--- src/apb_spi_macros.svh ---
/* build-time constants of the APB to SPI bridge
   included by the register block and the SPI engine */
`ifndef APB_SPI_MACROS_SVH
`define APB_SPI_MACROS_SVH

// start of the 16-byte register window
`define APB_SPI_BASE_ADDR 32'h0000_0100

// entries in each FIFO, power of two
`define APB_SPI_FIFO_DEPTH 16

// pclk cycles per scl half period
`define APB_SPI_SCL_HALF 4

// 1 for MSB first, 0 for LSB first
`define APB_SPI_MSB_FIRST 1

`endif

--- src/apb_spi_pkg.sv ---
/* types shared by the APB to SPI bridge blocks */
`default_nettype none

package apb_spi_pkg;

    // transmit FIFO entry and engine command
    typedef struct packed {
        logic       last;  // release cs after this byte
        logic [7:0] data;
    } tx_entry_t;

    // byte captured from miso
    typedef struct packed {
        logic [7:0] data;
    } rx_byte_t;

    typedef struct packed {
        logic tx_full;
        logic tx_empty;
        logic rx_full;
        logic rx_empty;
    } fifo_status_t;

    // byte offsets inside the window
    typedef enum logic [3:0] {
        REG_TX      = 4'h0,
        REG_TX_LAST = 4'h4,
        REG_STATUS  = 4'h8
    } reg_offset_e;

    // rx data shares the tx offset, read side only
    localparam reg_offset_e REG_RX = REG_TX;

endpackage

`default_nettype wire

--- src/sync_fifo.sv ---
/* single-clock FIFO for any payload type
   head entry is always on rdata, pop consumes it */
`timescale 1ns/1ps
`default_nettype none

module sync_fifo #(
    parameter type payload_t = logic [7:0],
    parameter int  depth     = 16
) (
    input  wire logic     pclk,
    input  wire logic     reset,
    input  wire logic     push,
    input  wire payload_t wdata,
    input  wire logic     pop,
    output payload_t      rdata,
    output logic          full,
    output logic          empty
);

    localparam int aw = $clog2(depth);

    payload_t    mem [depth];
    logic [aw:0] wr_ptr;  // extra msb is the wrap bit
    logic [aw:0] rd_ptr;
    logic        do_push;
    logic        do_pop;

    assign do_push = push && !full;  // push on full is ignored
    assign do_pop  = pop && !empty;

    assign empty = (wr_ptr == rd_ptr);
    assign full  = (wr_ptr[aw] != rd_ptr[aw]) && (wr_ptr[aw-1:0] == rd_ptr[aw-1:0]);
    assign rdata = mem[rd_ptr[aw-1:0]];

    always_ff @(posedge pclk) begin
        if (reset) begin
            wr_ptr <= '0;
            rd_ptr <= '0;
        end else begin
            if (do_push) begin
                wr_ptr <= wr_ptr + 1'b1;
            end
            if (do_pop) begin
                rd_ptr <= rd_ptr + 1'b1;
            end
        end
    end

    always_ff @(posedge pclk) begin
        if (do_push) begin
            mem[wr_ptr[aw-1:0]] <= wdata;
        end
    end

endmodule

`default_nettype wire

--- src/apb_fifo_regs.sv ---
/* APB slave with zero wait states in front of the tx and rx FIFOs
   decodes the register window, builds status and answers errors */
`timescale 1ns/1ps
`default_nettype none
`include "apb_spi_macros.svh"

module apb_fifo_regs
    import apb_spi_pkg::*;
(
    input  wire logic        pclk,
    input  wire logic        reset,

    // apb
    input  wire logic [31:0] paddr,
    input  wire logic        psel,
    input  wire logic        penable,
    input  wire logic        pwrite,
    input  wire logic [7:0]  pwdata,
    output logic             pready,
    output logic [7:0]       prdata,
    output logic             pslverr,

    // transfer side
    input  wire logic        tx_pop,
    output tx_entry_t        tx_head,
    input  wire logic        rx_push,
    input  wire rx_byte_t    rx_data,
    output fifo_status_t     status,
    input  wire logic        busy,
    input  wire logic        overflow,
    output logic             ovf_clear
);

    localparam logic [31:0] base_addr = `APB_SPI_BASE_ADDR;

    logic       access;
    logic       in_window;
    logic [3:0] offset;
    logic       tx_push;
    tx_entry_t  tx_wdata;
    logic       rx_pop;
    rx_byte_t   rx_head;
    logic       status_rd;
    logic       tx_full;
    logic       tx_empty;
    logic       rx_full;
    logic       rx_empty;

    assign access    = psel && penable;
    assign in_window = (paddr[31:4] == base_addr[31:4]);
    assign offset    = paddr[3:0];
    assign pready    = access;  // every access ends in its access phase

    always_comb begin
        tx_push   = 1'b0;
        rx_pop    = 1'b0;
        status_rd = 1'b0;
        pslverr   = 1'b0;
        if (access) begin
            if (!in_window) begin
                pslverr = 1'b1;
            end else if (pwrite) begin
                if (offset == REG_TX || offset == REG_TX_LAST) begin
                    if (tx_full) begin
                        pslverr = 1'b1;  // entry not taken
                    end else begin
                        tx_push = 1'b1;
                    end
                end else begin
                    pslverr = 1'b1;  // unmapped offset treated as a miss
                end
            end else begin
                if (offset == REG_RX) begin
                    if (rx_empty) begin
                        pslverr = 1'b1;
                    end else begin
                        rx_pop = 1'b1;
                    end
                end else if (offset == REG_STATUS) begin
                    status_rd = 1'b1;
                end else begin
                    pslverr = 1'b1;
                end
            end
        end
    end

    assign tx_wdata.data = pwdata;
    assign tx_wdata.last = (offset == REG_TX_LAST);

    always_comb begin
        prdata = '0;
        if (rx_pop) begin
            prdata = rx_head.data;
        end else if (status_rd) begin
            prdata = {2'b00, overflow, busy, rx_full, rx_empty, tx_full, tx_empty};
        end
    end

    assign ovf_clear = status_rd;  // read returns the flag, then clears it

    assign status = '{tx_full: tx_full, tx_empty: tx_empty, rx_full: rx_full, rx_empty: rx_empty};

    sync_fifo #(
        .payload_t (tx_entry_t),
        .depth     (`APB_SPI_FIFO_DEPTH)
    ) u_tx_fifo (
        .pclk  (pclk),
        .reset (reset),
        .push  (tx_push),
        .wdata (tx_wdata),
        .pop   (tx_pop),
        .rdata (tx_head),
        .full  (tx_full),
        .empty (tx_empty)
    );

    sync_fifo #(
        .payload_t (rx_byte_t),
        .depth     (`APB_SPI_FIFO_DEPTH)
    ) u_rx_fifo (
        .pclk  (pclk),
        .reset (reset),
        .push  (rx_push),
        .wdata (rx_data),
        .pop   (rx_pop),
        .rdata (rx_head),
        .full  (rx_full),
        .empty (rx_empty)
    );

endmodule

`default_nettype wire

--- src/spi_engine.sv ---
/* SPI master shifter in mode 3, one byte per start strobe
   keeps cs low across a frame and raises it after a last entry */
`timescale 1ns/1ps
`default_nettype none
`include "apb_spi_macros.svh"

module spi_engine
    import apb_spi_pkg::*;
(
    input  wire logic      pclk,
    input  wire logic      reset,
    input  wire logic      start,
    input  wire tx_entry_t cmd,
    output logic           done,
    output rx_byte_t       rx_data,
    output logic           busy,
    output logic           scl,
    output logic           mosi,
    input  wire logic      miso,
    output logic           cs
);

    localparam int half      = `APB_SPI_SCL_HALF;
    localparam int hw        = $clog2(half + 1);
    localparam bit msb_first = `APB_SPI_MSB_FIRST;

    typedef enum logic [1:0] {
        st_idle,
        st_shift,
        st_release
    } state_e;

    state_e          state;
    logic [hw-1:0]   half_cnt;
    logic            half_tick;
    logic [3:0]      edge_cnt;  // 16 scl edges per byte
    logic            last_q;
    logic [7:0]      shreg;
    logic            tx_bit;
    logic [7:0]      shift_in;

    assign half_tick = (half_cnt == hw'(half - 1));

    assign tx_bit   = msb_first ? shreg[7] : shreg[0];
    assign shift_in = msb_first ? {shreg[6:0], miso} : {miso, shreg[7:1]};

    assign rx_data.data = shreg;  // stable while done is high
    assign busy         = (state != st_idle) || done;

    always_ff @(posedge pclk) begin
        if (reset) begin
            state    <= st_idle;
            cs       <= 1'b1;
            scl      <= 1'b1;
            mosi     <= 1'b1;
            done     <= 1'b0;
            half_cnt <= '0;
            edge_cnt <= '0;
            last_q   <= 1'b0;
        end else begin
            done <= 1'b0;
            case (state)
                st_idle: begin
                    if (start) begin
                        state    <= st_shift;
                        cs       <= 1'b0;
                        half_cnt <= '0;
                        edge_cnt <= '0;
                        last_q   <= cmd.last;
                    end
                end
                st_shift: begin
                    if (half_tick) begin
                        half_cnt <= '0;
                        scl      <= ~scl;
                        edge_cnt <= edge_cnt + 1'b1;
                        if (scl) begin
                            mosi <= tx_bit;  // falling edge drives data
                        end else if (edge_cnt == 4'd15) begin
                            done  <= 1'b1;
                            state <= last_q ? st_release : st_idle;
                        end
                    end else begin
                        half_cnt <= half_cnt + 1'b1;
                    end
                end
                st_release: begin
                    if (half_tick) begin
                        cs    <= 1'b1;
                        mosi  <= 1'b1;
                        state <= st_idle;
                    end else begin
                        half_cnt <= half_cnt + 1'b1;
                    end
                end
                default: state <= st_idle;
            endcase
        end
    end

    // load on start, sample miso on each rising scl edge
    always_ff @(posedge pclk) begin
        if (state == st_idle && start) begin
            shreg <= cmd.data;
        end else if (state == st_shift && half_tick && !scl) begin
            shreg <= shift_in;
        end
    end

endmodule

`default_nettype wire

--- src/spi_transfer_ctrl.sv ---
/* hands tx entries to the SPI engine and engine results to the rx FIFO
   keeps the sticky overflow flag for bytes dropped on a full rx FIFO */
`timescale 1ns/1ps
`default_nettype none

module spi_transfer_ctrl
    import apb_spi_pkg::*;
(
    input  wire logic         pclk,
    input  wire logic         reset,
    input  wire fifo_status_t status,
    input  wire tx_entry_t    tx_head,
    output logic              tx_pop,
    output logic              start,
    output tx_entry_t         cmd,
    input  wire logic         busy,
    input  wire logic         done,
    input  wire rx_byte_t     eng_data,
    output logic              rx_push,
    output rx_byte_t          rx_data,
    output logic              overflow,
    input  wire logic         ovf_clear
);

    logic issue;

    assign issue  = !busy && !status.tx_empty;  // engine idle and work waiting
    assign tx_pop = issue;
    assign start  = issue;
    assign cmd    = tx_head;

    always_ff @(posedge pclk) begin
        if (reset) begin
            rx_push  <= 1'b0;
            overflow <= 1'b0;
        end else begin
            rx_push <= done && !status.rx_full;
            if (done && status.rx_full) begin
                overflow <= 1'b1;  // a new drop wins over the clear
            end else if (ovf_clear) begin
                overflow <= 1'b0;
            end
        end
    end

    always_ff @(posedge pclk) begin
        if (done) begin
            rx_data <= eng_data;
        end
    end

endmodule

`default_nettype wire

--- src/apb_spi_bridge.sv ---
/* APB to SPI master bridge top
   register block and SPI engine joined by the transfer controller */
`timescale 1ns/1ps
`default_nettype none

module apb_spi_bridge
    import apb_spi_pkg::*;
(
    input  wire logic        pclk,
    input  wire logic        reset,

    // apb
    input  wire logic [31:0] paddr,
    input  wire logic        psel,
    input  wire logic        penable,
    input  wire logic        pwrite,
    input  wire logic [7:0]  pwdata,
    output logic             pready,
    output logic [7:0]       prdata,
    output logic             pslverr,

    // spi pins
    input  wire logic        miso,
    output logic             mosi,
    output logic             scl,
    output logic             cs
);

    logic         tx_pop;
    tx_entry_t    tx_head;
    logic         rx_push;
    rx_byte_t     rx_data;
    fifo_status_t status;
    logic         busy;
    logic         overflow;
    logic         ovf_clear;
    logic         start;
    tx_entry_t    cmd;
    logic         done;
    rx_byte_t     eng_data;

    apb_fifo_regs u_regs (
        .pclk      (pclk),
        .reset     (reset),
        .paddr     (paddr),
        .psel      (psel),
        .penable   (penable),
        .pwrite    (pwrite),
        .pwdata    (pwdata),
        .pready    (pready),
        .prdata    (prdata),
        .pslverr   (pslverr),
        .tx_pop    (tx_pop),
        .tx_head   (tx_head),
        .rx_push   (rx_push),
        .rx_data   (rx_data),
        .status    (status),
        .busy      (busy),
        .overflow  (overflow),
        .ovf_clear (ovf_clear)
    );

    spi_engine u_engine (
        .pclk    (pclk),
        .reset   (reset),
        .start   (start),
        .cmd     (cmd),
        .done    (done),
        .rx_data (eng_data),
        .busy    (busy),
        .scl     (scl),
        .mosi    (mosi),
        .miso    (miso),
        .cs      (cs)
    );

    spi_transfer_ctrl u_ctrl (
        .pclk      (pclk),
        .reset     (reset),
        .status    (status),
        .tx_head   (tx_head),
        .tx_pop    (tx_pop),
        .start     (start),
        .cmd       (cmd),
        .busy      (busy),
        .done      (done),
        .eng_data  (eng_data),
        .rx_push   (rx_push),
        .rx_data   (rx_data),
        .overflow  (overflow),
        .ovf_clear (ovf_clear)
    );

endmodule

`default_nettype wire

--- config.mk ---
export PLATFORM = sky130hd
export DESIGN_NAME = apb_spi_bridge
export DESIGN_NICKNAME = d
export VERILOG_FILES = /design/src/apb_spi_pkg.sv /design/src/sync_fifo.sv /design/src/apb_fifo_regs.sv /design/src/spi_engine.sv /design/src/spi_transfer_ctrl.sv /design/src/apb_spi_bridge.sv
export VERILOG_INCLUDE_DIRS = /design/src /design/src/src
export SDC_FILE = /design/constraint.sdc
export NUM_CORES = 1
export LEC_CHECK = 0
export BUFFER_PORTS_ARGS = -buffer_cell sky130_fd_sc_hd__buf_2
export CAP_MARGIN = 30
export CORE_ASPECT_RATIO = 2
export CORE_UTILIZATION = 51
export DETAILED_ROUTE_END_ITERATION = 8
export PLACE_DENSITY = 0.66
export SLEW_MARGIN = 10
export SYNTH_ARGS = -nofsm -noshare
export SYNTH_HDL_FRONTEND = slang
export SYNTH_SLANG_ARGS = --single-unit
--- constraint.sdc ---
create_clock -name pclk -period 5.47 [get_ports pclk]
set_clock_uncertainty 0.1 [all_clocks]
set_input_delay 0.547 -clock pclk [delete_from_list [all_inputs] [get_ports pclk]]
set_output_delay 0.547 -clock pclk [all_outputs]
set_load 0.02 [all_outputs]
Word-level counts from Yosys, hierarchy flattened. Memory sizes are Yosys's and may differ from the RTL's. A register that Yosys moved wholly into a read port is not among the register bits. Cells that the tools add are included.

Register bits: 52. Memory bits (writable): 272. Bits of input ports: 46. Output and inout port bits: 13. Logic and storage cells: 143. Memories kept: 2.

Memory list: u_regs.u_tx_fifo.mem (depth 16, bits a word 9, read ports 1, clocked after memory_dff 1, write ports 1, line sync_fifo.sv:22) `payload_t mem [depth];`; u_regs.u_rx_fifo.mem (depth 16, bits a word 8, read ports 1, clocked after memory_dff 1, write ports 1, line sync_fifo.sv:22).

Add/subtract/negate cells: 6. Eq/ne operators: 20. Mux-type cells: 58. Bitwise logic cells: 3. Reduce and logical (&&, ||, !) cells: 38.

Operators with widths (count): $mux W1 (34); $eq A28 B5 Y1 const B (1); $mux W4 (6); $mux W8 (3); $add A5 B1 Y5 const B (4); $logic_and A1 B1 Y1 (13); $mux W2 (6); $reduce_bool A2 Y1 (6); $eq A5 B5 Y1 (2); $ne A2 B1 Y1 const B (5); $mux W3 (3); $pmux W3 S3 (1); $reduce_and A3 Y1 (3); $eq A4 B4 Y1 (2); $eq A4 B4 Y1 const B (2); $pmux W4 S2 (1); $logic_not A1 Y1 (6); $mux W6 (1); $pmux W2 S3 (1); $reduce_and A5 Y1 (1); $add A4 B1 Y4 const B (1); $eq A4 B3 Y1 const B (1); $logic_not A4 Y1 (1); $ne A2 B2 Y1 const B (2); other kinds (13) (19).

Logic depth before layout (Yosys ltp).
Depth after elaboration: 10. Mapped depth: 8. Depth with buffers taken out: 7.

Modules after synthesis. From an unflattened synthesis, not the netlist that was laid out.

Cell total of the unflattened synthesis: 778. Area, all modules: 14243.7 um^2.

By module, submodules not included: sync_fifo (u_regs.u_tx_fifo) (instances 1, cells an instance 301, area an instance 6429.9 um^2, sequential area each 4604.4 um^2); sync_fifo (u_regs.u_rx_fifo) (instances 1, cells an instance 283, area an instance 5851.9 um^2, sequential area each 4124.0 um^2); spi_engine (instances 1, cells an instance 113, area an instance 1148.6 um^2, sequential area each 520.5 um^2); apb_fifo_regs (instances 1, cells an instance 56, area an instance 427.9 um^2, sequential area each 0.0 um^2); spi_transfer_ctrl (instances 1, cells an instance 25, area an instance 385.4 um^2, sequential area each 280.3 um^2).

Worst setup path after synthesis. No wires, ideal clock.

Kind: in2reg. Start: input paddr[20]. End: memory u_regs.u_tx_fifo.mem[3][0] (netlist name), enable pin. Library setup time: 387 ps. Arrival: 2600 ps. Required time: 4983 ps. Path slack: 2383 ps. Stages: 5. Buffers on the path: 0. Cell sequence: or4_1 -> or3_4 -> nor3_4 -> nand3_1 -> nor3_1.

Cells in the longest elaborated chain, start to end: 6.

Ends and longest elaborated chain: from (decl) (line apb_spi_bridge.sv:13) `input wire logic [31:0] paddr,`; $eq A28 B5 Y1 (line apb_fifo_regs.sv:50) `assign in_window = (paddr[31:4] == base_addr[31:4]);`; $mux W1 (line apb_fifo_regs.sv:60) `if (!in_window) begin`; $mux W1 (line apb_fifo_regs.sv:59) `if (access) begin`; $logic_and A1 B1 Y1 (line sync_fifo.sv:28) `assign do_push = push && !full;`; $mux W1 (line sync_fifo.sv:50) `if (do_push) begin`; $mux W1 (implied by the code) (line sync_fifo.sv:51) `mem[wr_ptr[aw-1:0]] <= wdata;`; to (decl) (line sync_fifo.sv:22).

Every way passes these cells.

==> metrics.md <==
| Metric | Value |
|---|---|
| Asr flop ratio synth | 0% |
| Post-synth EDFFs | 288 |
| Synth Net Count | between 800 and 900 |
| Post-synth top area share | 63.9% |
| Post-synthesis cell area | approximately 14000 um2 |
| Post-synth top flop | edfxtp_1 |
| Unrepaired setup endpoints after global routing | no |
| HPWL after DPL | 21.4 mm |
| Largest net degree at the start of global routing | 43 |
| Syn_area_per_cell | approximately 17 um2 |
| Post-Syn Instances | slightly below 800 |
| DR WL/cell | 24.3 um |
| Die ar. | 27200 um2 |
| Ys Warns | 0 |
| WHS | 0.219 ns |
| Top Ports | 59 |
| Cell variety after synth | 56 |
| Drt first pass iters | 5 |
| Num CTS Buffers | 28 |
| Drt drc | 0 |
| Peak VDD IR | 0.320 mV |
| PD cells | 340 nW/um2 |
| P_leak | between 4 and 5 nW |
| Die height | 232 um |
| Min-delay src | miso |
| Vias in the first global route | 7630 |
| DRT iter0 DRCs | 479 |
| CTS tree | yes |
| Hold buffers post-CTS | 0 |
| Arrival @ worst endpoint | 3.27 ns |
| Layout filler cell count | 1971 |
| DR vias | about 7000 |
| Slew @ Worst Pin | between 0.9 and 1 ns |
| Final Max Tran Viols | 0 |
| First-pass GRT wire length | 44.3 mm |
| Clk slew on worst S/H paths | 0.07 ns |
| Relative slew slack | 34.9% |
| Initial antenna violation count | 0 |
| # diodes | 0 |
| HP Class | in2reg |
| Area grow syn2layout | 11.9% |
| Via-to-Cell Ratio | about 6 |
| Cell type with the largest total area after synthesis | edfxtp_1 |
| Post-CTS Setup Bufs | 0 |
| Nature of the critical path startpoint | register |
| GRT Total Usage | a little under a quarter |
| H-tree Lvls | 1 |
| Final period util | between 70 and 80% |
| NumNets Final | 906 |
| CP Class | reg2out |
| R2r startpoint | u_regs.u_tx_fifo.wr_ptr[2]$_SDFFE_PP0P_ |
| Grt total ovfl | 0 |
| Max Cap Viol | 0 |
| Setup_tns | 0 ns |
| Synth area leaders | edfxtp_1 (64%), mux4_2 (12%), dfxtp_1 (6.5%) |
| Sequential area share after synthesis | a little over two thirds |
| FP Rows | 84 |
| Final Hold Violating Endpoints | 0 |
| Routability cong. | approximately 0.84 |
| Status | complete, no violations |
| Root buf cell | clkbuf_16 |
| Area of the core | 26200 um2 |
| Share of layout cells above drive strength 1 | 24.8% |
| Final setup viols | 0 |
| Die outline width | 117 um |
| Max clock buf depth | 3 |
| Starting density of the core | about half |
| DRT Wirelength | 29.4 mm |
| CP max FO | 23 |
| Clock Latency Late Sink | 0.56 ns |
| Port Buf Inserts | 58 |
| Worst EP required | 4.82 ns |
| Achievable clock frequency | 255 MHz |
| Period minus WS final | between 3 and 4 ns |
| Setup crit end kind | output port |
| #FFs+latches synth | 332 |
| Resize count post-CTS | 0 |
| Num Clock Sinks | around 330 |
| Post-route antenna net violation count | 0 |
[through the flow]
step | power, mW | util [%] | std cells | worst slack [ns] | instance area (um2)
3_5_place_dp | 3.19 | 54.3 | 1154 | 1.88 | 14200
4_1_cts | 5.20 | 57.9 | 1206 | 1.50 | 15100
6_report | 5.15 | 57.9 | 1207 | 1.56 | 15100
2_1_floorplan | 3.08 | - | 777 | 2.38 | 13500
5_1_grt | 5.30 | 57.9 | 1207 | 1.42 | 15100
3_3_place_gp | 3.18 | 54.1 | 1150 | 1.82 | 14200
[layout make-up]
type	count	area, um2	share of cell area [%]
clock inverters	23	239	1.58
clock buffers	29	704	4.65
well taps	344	430	2.84
multi-input cells	391	3790	25.0
flip-flops and latches	332	9530	62.9
repair buffers	71	390	2.58
inverters	17	63.8	0.421
[power breakdown]
group / leakage (nW) / internal, mW / total, mW / switching (mW)
sequential: 2.92 / 2.76 / 2.78 / 0.0241
clock: 0.452 / 1.10 / 2.02 / 0.919
combinational: 1.44 / 0.161 / 0.353 / 0.192
[cell usage after synthesis, types with 4 or more instances]
master / number
nor2b_1: 17
nand2_1: 27
xor2_1: 4
a21oi_1: 31
edfxtp_1: 288
dfxtp_1: 44
and3_1: 14
mux2_2: 11
or4_1: 7
o21ai_0: 7
a21o_1: 4
a211oi_1: 9
nor4_1: 4
ha_1: 19
clkbuf_1: 21
o31ai_1: 8
xnor2_1: 17
nand2b_1: 8
a22oi_1: 18
mux2i_1: 11
nor3_1: 7
nor2_1: 36
inv_1: 17
nand4_1: 7
buf_2: 12
nor3_2: 4
mux4_2: 70
nand3_1: 12
[critical path, cell delays in order (launching register included)]
cell	delay [ns]
dfxtp_2	0.89
buf_4	0.37
mux4_2	0.54
a211oi_1	0.30
a21oi_1	0.15
a32o_1	0.28
buf_2	0.16
[registers in the layout, indices dropped and copies added (netlist names), 2 cells and up, named ones only]
name                     count
u_regs.u_tx_fifo.rd_ptr      5
u_regs.u_rx_fifo.rd_ptr      5
u_engine.rx_data             8
u_regs.u_rx_fifo.wr_ptr      5
u_engine.state               2
u_ctrl.rx_data               8
u_engine.half_cnt            3
u_regs.u_tx_fifo.wr_ptr      5
u_engine.edge_cnt            4
u_regs.u_tx_fifo.mem       144
u_regs.u_rx_fifo.mem       128
[kinds of logic (layout without fill, tap and decap cells)]
logic type | after synthesis | count (layout) | synth area share (%)
compound gates | 98 | 98 | 4.87
mux | 92 | 92 | 13.4
buf+inv | 54 | 140 | 1.69
simple gates | 161 | 161 | 6.60
xor+xnor | 21 | 21 | 1.36
flops | 332 | 332 | 70.4
fa+ha+maj | 19 | 19 | 1.76
[worst paths after layout]
kind / to / slack [ns] / depth (start not counted)
setup / recovery: prdata[0] / 1.56 / 6
hold / removal: u_engine.rx_data[0]$_DFFE_PP_ / 0.22 / 2
setup reg to reg: u_regs.u_tx_fifo.mem[0][7]$_DFFE_PP_ / 2.22 / 5
hold reg to reg: u_ctrl.rx_data[2]$_DFFE_PP_ / 0.36 / 0
[cell usage in the layout, fill, tap and decap left out, types with 8 or more instances in the layout]
cell type	count
mux4_2	70
a21oi_1	31
dfxtp_1	42
nor2_1	36
a211oi_1	9
o31ai_1	8
and3_1	14
clkbuf_16	28
nand2_1	27
nand3_1	12
nand2b_1	8
mux2i_1	11
nor2b_1	17
buf_4	10
buf_2	60
a22oi_1	18
xnor2_1	17
edfxtp_1	288
inv_1	17
mux2_2	11
ha_1	19
[routing by layer]
metal  up-vias  GRT usage, %  share of wire (%)
met5         -             0                  0
met3        62          2.06                3.0
li1       3227             -                  -
met2       184          44.9                 59
met1      3643          22.1                 32
met4         0          13.1                5.8
No activity file was read; power rests on OpenSTA's default activity.
